--- config.mk ---
export PLATFORM = sky130hd
export DESIGN_NAME = cpu_top
export DESIGN_NICKNAME = d
export VERILOG_FILES = /design/src/verilog/cpu_pkg.sv /design/src/verilog/alu.sv /design/src/verilog/axil_master.sv /design/src/verilog/cpu_top.sv /design/src/verilog/datapath.sv /design/src/verilog/register_bank.sv /design/src/verilog/unit_control.sv
export SDC_FILE = /design/constraint.sdc
export NUM_CORES = 2
export LEC_CHECK = 0
export BUFFER_PORTS_ARGS = -buffer_cell sky130_fd_sc_hd__buf_2
export CORE_MARGIN = 5
export CORE_UTILIZATION = 45
export DETAILED_ROUTE_END_ITERATION = 6
export PLACE_DENSITY = 0.61
export SLEW_MARGIN = 20
export SYNTH_ARGS = -nofsm -noshare
export SYNTH_HDL_FRONTEND = slang
export SYNTH_SLANG_ARGS = --single-unit
--- constraint.sdc ---
create_clock -name CLK -period 16.6 [get_ports CLK]
set_clock_uncertainty 0.2 [all_clocks]
set_input_delay 2.49 -clock CLK [delete_from_list [all_inputs] [get_ports CLK]]
set_output_delay 2.49 -clock CLK [all_outputs]
set_load 0.01 [all_outputs]
--- src/verilog/cpu_pkg.sv ---
`default_nettype none

package cpu_pkg;

	typedef logic [31:0] word_t;
	typedef logic [3:0] reg_idx_t;
	typedef logic [2:0] tf_t;

	typedef struct packed {
		logic [2:0] itype;
		logic [4:0] op;
		reg_idx_t rd;
		reg_idx_t ra;
		reg_idx_t rb;
		logic [11:0] unused;
	} instr_reg_t;

	typedef struct packed {
		logic [2:0] itype;
		logic [4:0] op;
		reg_idx_t rd;
		reg_idx_t ra;
		logic signed [15:0] imm;
	} instr_imm_t;

	// same word, register or immediate layout
	typedef union packed {
		instr_reg_t r;
		instr_imm_t i;
	} instr_t;

	localparam logic [2:0] TYPE_BRANCH = 3'b000;
	localparam logic [2:0] TYPE_ALU = 3'b001;
	localparam logic [2:0] TYPE_CONST = 3'b010;
	localparam logic [2:0] TYPE_MEM = 3'b100;
	localparam logic [2:0] TYPE_JUMP = 3'b110;
	localparam logic [2:0] TYPE_HALT = 3'b111;

	localparam logic [4:0] OP_ADD = 5'b00000;
	localparam logic [4:0] OP_SUB = 5'b00001;
	localparam logic [4:0] OP_INC = 5'b00010;
	localparam logic [4:0] OP_DEC = 5'b00011;
	localparam logic [4:0] OP_SHL = 5'b01000;
	localparam logic [4:0] OP_SHR = 5'b01001;
	localparam logic [4:0] OP_ZEROS = 5'b10000;
	localparam logic [4:0] OP_AND = 5'b10001;
	localparam logic [4:0] OP_OR = 5'b10010;
	localparam logic [4:0] OP_PASS = 5'b10011; // passes operand b
	localparam logic [4:0] OP_XOR = 5'b10100;
	localparam logic [4:0] OP_NOT = 5'b10101;
	localparam logic [4:0] OP_ONES = 5'b11111;

	localparam logic [2:0] FLG_NONE = 3'b000;
	localparam logic [2:0] FLG_Z = 3'b001;
	localparam logic [2:0] FLG_SZ = 3'b010;
	localparam logic [2:0] FLG_SCZ = 3'b011;
	localparam logic [2:0] FLG_OSCZ = 3'b100;

	localparam tf_t TF_ALWAYS = 3'b000;
	localparam tf_t TF_ZERO = 3'b001;
	localparam tf_t TF_NZERO = 3'b010;
	localparam tf_t TF_LINK = 3'b011; // always taken, writes link
	localparam tf_t TF_NEG = 3'b100;
	localparam tf_t TF_CARRY = 3'b101;
	localparam tf_t TF_OVF = 3'b110;
	localparam tf_t TF_NEVER = 3'b111;

	localparam logic [1:0] WB_LINK = 2'b00;
	localparam logic [1:0] WB_MEM = 2'b01;
	localparam logic [1:0] WB_ALU = 2'b10;

	typedef struct packed {
		logic [4:0] alu_op;
		tf_t tf;
		logic sel_imm;
		logic w_pc;
		logic w_ir;
		logic w_rb;
		logic [2:0] w_rf;
		logic [1:0] wb_sel;
		logic w_addr;
	} ctrl_t;

	typedef struct packed {
		logic valid;
		logic write;
		word_t addr;
		word_t wdata;
	} mem_req_t;

	typedef struct packed {
		logic done;
		word_t rdata;
	} mem_rsp_t;

	typedef struct packed {
		logic awvalid;
		word_t awaddr;
		logic wvalid;
		word_t wdata;
		logic bready;
		logic arvalid;
		word_t araddr;
		logic rready;
	} axil_req_t;

	typedef struct packed {
		logic awready;
		logic wready;
		logic bvalid;
		logic [1:0] bresp;
		logic arready;
		logic rvalid;
		word_t rdata;
		logic [1:0] rresp;
	} axil_rsp_t;

	typedef struct packed {
		logic o;
		logic s;
		logic c;
		logic z;
	} flags_t;

endpackage

`default_nettype wire

--- src/verilog/alu.sv ---
`default_nettype none

module alu (
	input wire logic CLK,
	input wire logic rst_n,
	input wire logic [4:0] op,
	input cpu_pkg::word_t a,
	input cpu_pkg::word_t b,
	input wire logic [2:0] w_rf,
	input cpu_pkg::tf_t tf,
	output cpu_pkg::word_t result,
	output logic taken
);
	import cpu_pkg::*;

	flags_t flags;
	flags_t nf;
	flags_t nf_q; // flags of the last execute cycle

	always_comb begin
		logic [32:0] ext;
		ext = '0;
		nf = '0;
		case (op)
			OP_ADD: ext = {1'b0, a} + {1'b0, b};
			OP_SUB: ext = {1'b0, a} - {1'b0, b}; // bit 32 is borrow
			OP_INC: ext = {1'b0, a} + 33'd1;
			OP_DEC: ext = {1'b0, a} - 33'd1;
			OP_SHL: ext = {a[31], a[30:0], 1'b0};
			OP_SHR: ext = {a[0], 1'b0, a[31:1]};
			OP_AND: ext = {1'b0, a & b};
			OP_OR: ext = {1'b0, a | b};
			OP_PASS: ext = {1'b0, b};
			OP_XOR: ext = {1'b0, a ^ b};
			OP_NOT: ext = {1'b0, ~a};
			OP_ONES: ext = {1'b0, 32'hffff_ffff};
			default: ext = '0;
		endcase
		result = ext[31:0];
		nf.c = ext[32]; // carry, borrow or shifted-out bit
		nf.s = result[31];
		nf.z = (result == '0);
		case (op)
			OP_ADD: nf.o = (a[31] == b[31]) && (result[31] != a[31]);
			OP_SUB: nf.o = (a[31] != b[31]) && (result[31] != a[31]);
			OP_INC: nf.o = !a[31] && result[31];
			OP_DEC: nf.o = a[31] && !result[31];
			default: nf.o = 1'b0;
		endcase
	end

	always_ff @(posedge CLK)
		nf_q <= nf;

	always_ff @(posedge CLK) begin
		if (!rst_n) begin
			flags <= '0;
		end else begin
			case (w_rf)
				FLG_Z: flags.z <= nf_q.z;
				FLG_SZ: {flags.s, flags.z} <= {nf_q.s, nf_q.z};
				FLG_SCZ: {flags.s, flags.c, flags.z} <= {nf_q.s, nf_q.c, nf_q.z};
				FLG_OSCZ: flags <= nf_q;
				default: ;
			endcase
		end
	end

	always_comb begin
		case (tf)
			TF_ALWAYS, TF_LINK: taken = 1'b1;
			TF_ZERO: taken = flags.z;
			TF_NZERO: taken = !flags.z;
			TF_NEG: taken = flags.s;
			TF_CARRY: taken = flags.c;
			TF_OVF: taken = flags.o;
			default: taken = 1'b0;
		endcase
	end

endmodule

`default_nettype wire

--- src/verilog/axil_master.sv ---
`default_nettype none

module axil_master (
	input wire logic CLK,
	input wire logic rst_n,
	input cpu_pkg::mem_req_t req,
	output cpu_pkg::mem_rsp_t rsp,
	output cpu_pkg::axil_req_t axi_req,
	input cpu_pkg::axil_rsp_t axi_rsp
);
	import cpu_pkg::*;

	logic awvalid;
	logic wvalid;
	logic bready;
	logic arvalid;
	logic rready;
	logic busy;
	logic r_done;
	logic b_done;
	word_t addr_q;
	word_t wdata_q;

	// a transaction is open until its response is taken
	assign busy = rready || bready;
	assign r_done = rready && axi_rsp.rvalid;
	assign b_done = bready && axi_rsp.bvalid;

	always_ff @(posedge CLK) begin
		if (!rst_n) begin
			awvalid <= 1'b0;
			wvalid <= 1'b0;
			bready <= 1'b0;
			arvalid <= 1'b0;
			rready <= 1'b0;
		end else begin
			if (!busy && req.valid) begin
				if (req.write) begin
					awvalid <= 1'b1;
					wvalid <= 1'b1;
					bready <= 1'b1;
				end else begin
					arvalid <= 1'b1;
					rready <= 1'b1;
				end
			end
			if (awvalid && axi_rsp.awready)
				awvalid <= 1'b0;
			if (wvalid && axi_rsp.wready)
				wvalid <= 1'b0;
			if (arvalid && axi_rsp.arready)
				arvalid <= 1'b0;
			if (r_done)
				rready <= 1'b0;
			if (b_done)
				bready <= 1'b0;
		end
	end

	// payload held stable for the whole transaction
	always_ff @(posedge CLK) begin
		if (!busy && req.valid) begin
			addr_q <= req.addr;
			wdata_q <= req.wdata;
		end
	end

	always_comb begin
		axi_req.awvalid = awvalid;
		axi_req.awaddr = addr_q;
		axi_req.wvalid = wvalid;
		axi_req.wdata = wdata_q;
		axi_req.bready = bready;
		axi_req.arvalid = arvalid;
		axi_req.araddr = addr_q;
		axi_req.rready = rready;
	end

	assign rsp.done = r_done || b_done; // single-cycle pulse
	assign rsp.rdata = axi_rsp.rdata;

endmodule

`default_nettype wire

--- src/verilog/cpu_top.sv ---
`default_nettype none

module cpu_top (
	input wire logic CLK,
	input wire logic rst_n,
	output cpu_pkg::axil_req_t axi_req,
	input cpu_pkg::axil_rsp_t axi_rsp,
	output logic halted
);
	import cpu_pkg::*;

	wire ctrl_t ctrl;
	wire instr_t instr;
	wire mem_req_t mem_req; // fields come from control and datapath
	wire mem_rsp_t mem_rsp;

	unit_control i_unit_control (
		.CLK(CLK),
		.rst_n(rst_n),
		.instr(instr),
		.mem_done(mem_rsp.done),
		.ctrl(ctrl),
		.mem_valid(mem_req.valid),
		.mem_write(mem_req.write),
		.halted(halted)
	);

	datapath i_datapath (
		.CLK(CLK),
		.rst_n(rst_n),
		.ctrl(ctrl),
		.mem_rdata(mem_rsp.rdata),
		.mem_done(mem_rsp.done),
		.instr(instr),
		.mem_addr(mem_req.addr),
		.mem_wdata(mem_req.wdata)
	);

	axil_master i_axil_master (
		.CLK(CLK),
		.rst_n(rst_n),
		.req(mem_req),
		.rsp(mem_rsp),
		.axi_req(axi_req),
		.axi_rsp(axi_rsp)
	);

endmodule

`default_nettype wire

--- src/verilog/datapath.sv ---
`default_nettype none

module datapath (
	input wire logic CLK,
	input wire logic rst_n,
	input cpu_pkg::ctrl_t ctrl,
	input cpu_pkg::word_t mem_rdata,
	input wire logic mem_done,
	output cpu_pkg::instr_t instr,
	output cpu_pkg::word_t mem_addr,
	output cpu_pkg::word_t mem_wdata
);
	import cpu_pkg::*;

	word_t pc;
	word_t result_q; // execute address or result
	word_t mdr;
	word_t ra_data;
	word_t rb_data;
	word_t imm_ext;
	word_t op_b;
	word_t alu_result;
	word_t wb_data;
	word_t target;
	reg_idx_t rb_idx;
	logic taken;
	logic taken_q;
	logic is_jr;

	// non-alu types read rd on port b, used as store data
	assign rb_idx = (instr.r.itype == TYPE_ALU) ? instr.r.rb : instr.r.rd;
	assign imm_ext = {{16{instr.i.imm[15]}}, instr.i.imm};
	assign op_b = ctrl.sel_imm ? imm_ext : rb_data;

	assign is_jr = (instr.r.itype == TYPE_JUMP)
		&& ({instr.r.op[2], instr.r.op[3], instr.r.op[4]} != TF_LINK);
	assign target = is_jr ? ra_data : result_q;

	always_comb begin
		case (ctrl.wb_sel)
			WB_LINK: wb_data = pc; // pc already advanced past the jal
			WB_MEM: wb_data = mdr;
			default: wb_data = result_q;
		endcase
	end

	assign mem_addr = ctrl.w_ir ? pc : alu_result;
	assign mem_wdata = rb_data;

	always_ff @(posedge CLK) begin
		if (!rst_n) begin
			pc <= '0;
			instr <= '0;
			taken_q <= 1'b0;
		end else begin
			if (ctrl.w_ir && mem_done) begin
				instr <= mem_rdata;
				pc <= pc + 32'd4;
			end else if (ctrl.w_pc && taken_q) begin
				pc <= target;
			end
			if (ctrl.w_addr)
				taken_q <= taken;
		end
	end

	always_ff @(posedge CLK) begin
		if (ctrl.w_addr)
			result_q <= alu_result;
		if (mem_done)
			mdr <= mem_rdata; // load data, read in wb
	end

	alu i_alu (
		.CLK(CLK),
		.rst_n(rst_n),
		.op(ctrl.alu_op),
		.a(ra_data),
		.b(op_b),
		.w_rf(ctrl.w_rf),
		.tf(ctrl.tf),
		.result(alu_result),
		.taken(taken)
	);

	register_bank i_register_bank (
		.CLK(CLK),
		.rst_n(rst_n),
		.ra_idx(instr.r.ra),
		.rb_idx(rb_idx),
		.ra_data(ra_data),
		.rb_data(rb_data),
		.we(ctrl.w_rb),
		.wr_idx(instr.r.rd),
		.wr_data(wb_data)
	);

endmodule

`default_nettype wire

--- src/verilog/register_bank.sv ---
`default_nettype none

module register_bank (
	input wire logic CLK,
	input wire logic rst_n,
	input cpu_pkg::reg_idx_t ra_idx,
	input cpu_pkg::reg_idx_t rb_idx,
	output cpu_pkg::word_t ra_data,
	output cpu_pkg::word_t rb_data,
	input wire logic we,
	input cpu_pkg::reg_idx_t wr_idx,
	input cpu_pkg::word_t wr_data
);
	import cpu_pkg::*;

	word_t regs [16];

	always_ff @(posedge CLK) begin
		if (!rst_n) begin
			for (int i = 0; i < 16; i++)
				regs[i] <= '0; // r0 starts as a zero base
		end else if (we) begin
			regs[wr_idx] <= wr_data;
		end
	end

	assign ra_data = regs[ra_idx];
	assign rb_data = regs[rb_idx];

endmodule

`default_nettype wire

--- src/verilog/unit_control.sv ---
`default_nettype none

module unit_control (
	input wire logic CLK,
	input wire logic rst_n,
	input cpu_pkg::instr_t instr,
	input wire logic mem_done,
	output cpu_pkg::ctrl_t ctrl,
	output logic mem_valid,
	output logic mem_write,
	output logic halted
);
	import cpu_pkg::*;

	typedef enum logic [2:0] {
		S_IF,
		S_ID,
		S_EX,
		S_WB,
		S_HALT
	} state_t;

	state_t state;
	state_t state_nxt;
	ctrl_t dec;
	ctrl_t dec_q;
	logic is_mem;
	logic is_store;
	logic mem_q;
	logic store_q;
	tf_t op_tf;

	// flag mask by op class
	function automatic logic [2:0] flag_mask(input logic [4:0] op);
		if (op == OP_ONES)
			return FLG_NONE;
		if (op == OP_ZEROS)
			return FLG_Z;
		case (op[4:3])
			2'b00: return FLG_OSCZ;
			2'b01: return FLG_SCZ;
			default: return FLG_SZ;
		endcase
	endfunction

	assign op_tf = {instr.r.op[2], instr.r.op[3], instr.r.op[4]};

	always_comb begin
		dec = '0;
		dec.tf = TF_NEVER; // no pc load unless a branch says so
		dec.wb_sel = WB_ALU;
		dec.w_addr = 1'b1;
		is_mem = 1'b0;
		is_store = 1'b0;
		case (instr.r.itype)
			TYPE_ALU: begin
				dec.alu_op = instr.r.op;
				dec.w_rb = 1'b1;
				dec.w_rf = flag_mask(instr.r.op);
			end
			TYPE_CONST: begin
				dec.alu_op = instr.r.op;
				dec.sel_imm = 1'b1;
				dec.w_rb = 1'b1;
			end
			TYPE_MEM: begin
				dec.alu_op = OP_ADD; // ra + imm
				dec.sel_imm = 1'b1;
				dec.wb_sel = WB_MEM;
				dec.w_rb = ~instr.r.op[4];
				is_mem = 1'b1;
				is_store = instr.r.op[4];
			end
			TYPE_BRANCH: begin
				dec.alu_op = OP_PASS;
				dec.sel_imm = 1'b1;
				dec.tf = op_tf;
				dec.w_pc = 1'b1;
			end
			TYPE_JUMP: begin
				dec.alu_op = OP_PASS;
				dec.sel_imm = 1'b1;
				dec.w_pc = 1'b1;
				if (op_tf == TF_LINK) begin // jal
					dec.tf = TF_LINK;
					dec.w_rb = 1'b1;
					dec.wb_sel = WB_LINK;
				end else begin
					dec.tf = TF_ALWAYS; // jr, target taken from ra
				end
			end
			default: ;
		endcase
	end

	always_comb begin
		state_nxt = state;
		case (state)
			S_IF: if (mem_done) state_nxt = S_ID;
			S_ID: state_nxt = (instr.r.itype == TYPE_HALT) ? S_HALT : S_EX;
			S_EX: if (!mem_q || mem_done) state_nxt = S_WB;
			S_WB: state_nxt = S_IF;
			default: state_nxt = S_HALT; // left only by reset
		endcase
	end

	always_ff @(posedge CLK) begin
		if (!rst_n) begin
			state <= S_IF;
			dec_q <= '0;
			mem_q <= 1'b0;
			store_q <= 1'b0;
		end else begin
			state <= state_nxt;
			if (state == S_ID) begin
				dec_q <= dec;
				mem_q <= is_mem;
				store_q <= is_store;
			end
		end
	end

	// each field only in the state where it acts
	always_comb begin
		ctrl = '0;
		case (state)
			S_IF: ctrl.w_ir = 1'b1;
			S_EX: begin
				ctrl.alu_op = dec_q.alu_op;
				ctrl.tf = dec_q.tf;
				ctrl.sel_imm = dec_q.sel_imm;
				ctrl.w_addr = dec_q.w_addr;
			end
			S_WB: begin
				ctrl.w_pc = dec_q.w_pc;
				ctrl.w_rb = dec_q.w_rb;
				ctrl.w_rf = dec_q.w_rf;
				ctrl.wb_sel = dec_q.wb_sel;
			end
			default: ;
		endcase
	end

	assign mem_valid = (state == S_IF) || (state == S_EX && mem_q);
	assign mem_write = (state == S_EX) && store_q;
	assign halted = (state == S_HALT);

endmodule

`default_nettype wire
==> results.cfg <==
[grt]
grt_pass1_wl_um = 272000
grt_use_total = 0.347
grt_pass1_vias = 36800
grt_max_degree = 111
grt.overflow.total = 0
antenna_found_initial = 7

[clock_tree]
h-tree-depth = 3
post-cts-setup-buffer-count = 0
cts_sinks = 743
numCtsBuffers = 83
cts_tree = yes
clk_pin_slew_ps = 70
clock_latency_ps = 710
ctsHoldBuffers = 0
clockRootBuffer = clkbuf_16
clockBufferDepth = 3
ctsResizeCount = 0

[synthesis]
yosys.area.top_type = edfxtp_1
netlist_top_cells_area = edfxtp_1 (42%), mux4_2 (9.1%), mux2i_1 (7.0%), nor2_1 (5.8%), dfxtp_1 (4.5%)
synth-edff-count = 640
netlist_top_cells_count = nor2_1 (712), edfxtp_1 (640), nand2_1 (411)
ys.flop_type = edfxtp_1
synth-xor-area-share = 0.00705
synth_fp_nets = 4517
ys_ff_latch = 743
synth.top_cell.area_share = 0.418
yosysMostFrequentCell = nor2_1
synth_fa_ha_area_frac = 0.0276
synth_top_family_by_area = multiplexers
yosys.area_share.simple = 0.143
synth_mux_area_frac = 0.180
synthCells = 4373
synth_area_per_cell_um2 = 10.5
yosys_warnings = 0
synth-compound-area-share = 0.132
async_flop_share = 0
yosys.cell_types.count = 92
ys_seq_area_frac = 0.463
synthesis.area_mm2 = 0.0460

[critical_path]
critPathRequiredTime_ps = 17050
critPathKind = register to register
path_common_cell = buf_4
slowest_delay_ps = 770
endpoint_kind = register
crit_slowest_cell = buf_4
start_kind = register
crit_arrival_ps = 10840
cp_max_fo = 59

[route]
final_antenna_net_count = 0
drcViolationCount = 1
viasPerCell = 6.88
vias = 39700
wl_um = 195000
wl_per_cell_um = 33.7
drtIter0Drc = 6058
dr.pass1.iters = 7

[finish]
final.fill_count = 9278
utilization = 0.499
area_growth_pct = 10.4
nets = 4476
drive_gt1_frac = 0.175
multiInputGateArea_mm2 = 0.0229
regArea_mm2 = 0.0213

[pwr]
swShare = 0.331
pwr_density_cell_mw_per_mm2 = 109
p_leak_uw = 0.0174
vdd_drop_max_mv = 0.0728
pwr-share-seq = 0.407
power.share.clock = 0.340
p_int_uw = 3690
switchingPower_uw = 1830
power.share.combinational = 0.252

[timing]
finalSetupTns_ps = 0
rsz0062_at_grt = no
drv_slew = 0
setup_viol = 0
hold_slack_ps = 257
layout_min_cycle_time_ps = 10390
slew_headroom = 0.154
fmax_ghz = 0.0963
period_share = 0.626
hold_viol_final = 0
worst_slew_pin_slew_ps = 1260
worst_slack_ps = 6210

[die]
start_util = 0.453
dieWidth_um = 330
fp.dieH_um = 330
dieArea_mm2 = 0.109
io_pins = 145
rows = 117
coreArea_mm2 = 0.102

[outcome]
status = finished with violations
violations = design-rule violations

[min_path]
min_path_type = register to register

[placed_design]
post-place-ws_ps = 6190
dp_hpwl_um = 128000
gp_congestion = 0.996
port_buffers = 140

[flow_run]
maxCapViolations = 0
## metrics by stage
| step | cells | area [um2] | total power (uW) |
|---|---|---|---|
| 3_3_place_gp | 5615 | 48000 | 3620 |
| 3_5_place_dp | 5615 | 48000 | 3630 |
| 2_1_floorplan | 4373 | 46000 | 3120 |
| 6_report | 5769 | 50700 | 5520 |
| 5_1_grt | 5767 | 50700 | 5680 |
| 4_1_cts | 5766 | 50700 | 5480 |
## registers in the layout, summed over array words and instances, names as in the netlist, 17 cells and up, named ones only
signal and count:
i_datapath.instr 32, i_unit_control.dec_q 17, i_datapath.mdr 32, i_axil_master.addr_q 32
i_datapath.result_q 32, i_datapath.i_register_bank.regs 512, i_datapath.pc 32, i_axil_master.wdata_q 32
## placed cells by master, fill, tap and decap left out, drive strengths merged, types with 40 or more instances in the layout
cell type | Yosys | final
ha | 100 | 100
inv | 95 | 100
dfxtp | 103 | 103
o21ai | 127 | 127
nand2 | 411 | 411
edfxtp | 640 | 640
a22oi | 61 | 61
buf | 144 | 283
mux2 | 75 | 75
a21oi | 249 | 249
mux4 | 186 | 186
clkbuf | 265 | 108
nand3 | 92 | 92
mux2i | 322 | 322
a211oi | 86 | 86
nor3 | 70 | 70
nor2 | 713 | 713
a221oi | 40 | 40
## metal layers
layer | wire [um] | GRT usage | up-vias | part of all wire
met5 | 23 | 0 | - | 0.00012
met4 | 15400 | 0.213 | 4 | 0.079
met3 | 24900 | 0.0898 | 745 | 0.13
met2 | 84300 | 0.531 | 3082 | 0.43
met1 | 69900 | 0.443 | 19500 | 0.36
li1 | - | - | 16300 | -
## cells by family after synthesis
| group | after synthesis |
|---|---|
| muxes | 583 |
| buffers and inverters | 506 |
| xor gates and xnor gates | 37 |
| DFF | 743 |
| AOI/OAI and AO/OA | 895 |
| and+or+nand+nor | 1508 |
| adders and majority gates | 101 |
## final timing paths
kind	endpoint	from	depth (start not counted)	slack (ps)
setup / recovery	i_datapath.i_alu.nf_q[0]	i_datapath.instr[30]	28	6210
hold / removal	i_unit_control.dec_q[6]	i_unit_control.dec_q[6]	2	260
setup reg to reg	i_datapath.i_alu.nf_q[0]	i_datapath.instr[30]	28	6210
hold reg to reg	i_unit_control.dec_q[6]	i_unit_control.dec_q[6]	2	260
## area by class of cell
class	instances	share of cell area
Sequential cell	743	0.420
Antenna cell	3	0.000148
Tap cell	1368	0.0337
Multi-Input combinational cell	3124	0.450
Timing Repair Buffer	283	0.0352
Clock buffer	108	0.0444
Clock inverter	43	0.00907
Inverter	97	0.00718
## worst max-delay path: cells and delay by family, from the launching register on
family / cells / cell delay, ps
and+or+nand+nor: 10 / 3140
AOI/OAI and AO/OA: 7 / 2720
buffers and inverters: 6 / 2480
adders and majority gates: 2 / 590
xor gates and xnor gates: 2 / 440
DFF: 1 / 310
muxes: 1 / 250
## power by group through the flow
stage,sequential [uW],combinational [uW],clock [uW]
2_1_floorplan,2270,853,0
3_3_place_gp,2280,1330,0
3_5_place_dp,2290,1340,0
4_1_cts,2250,1350,1880
5_1_grt,2260,1460,1960
6_report,2250,1390,1880
No activity file was read; power rests on OpenSTA's default activity.
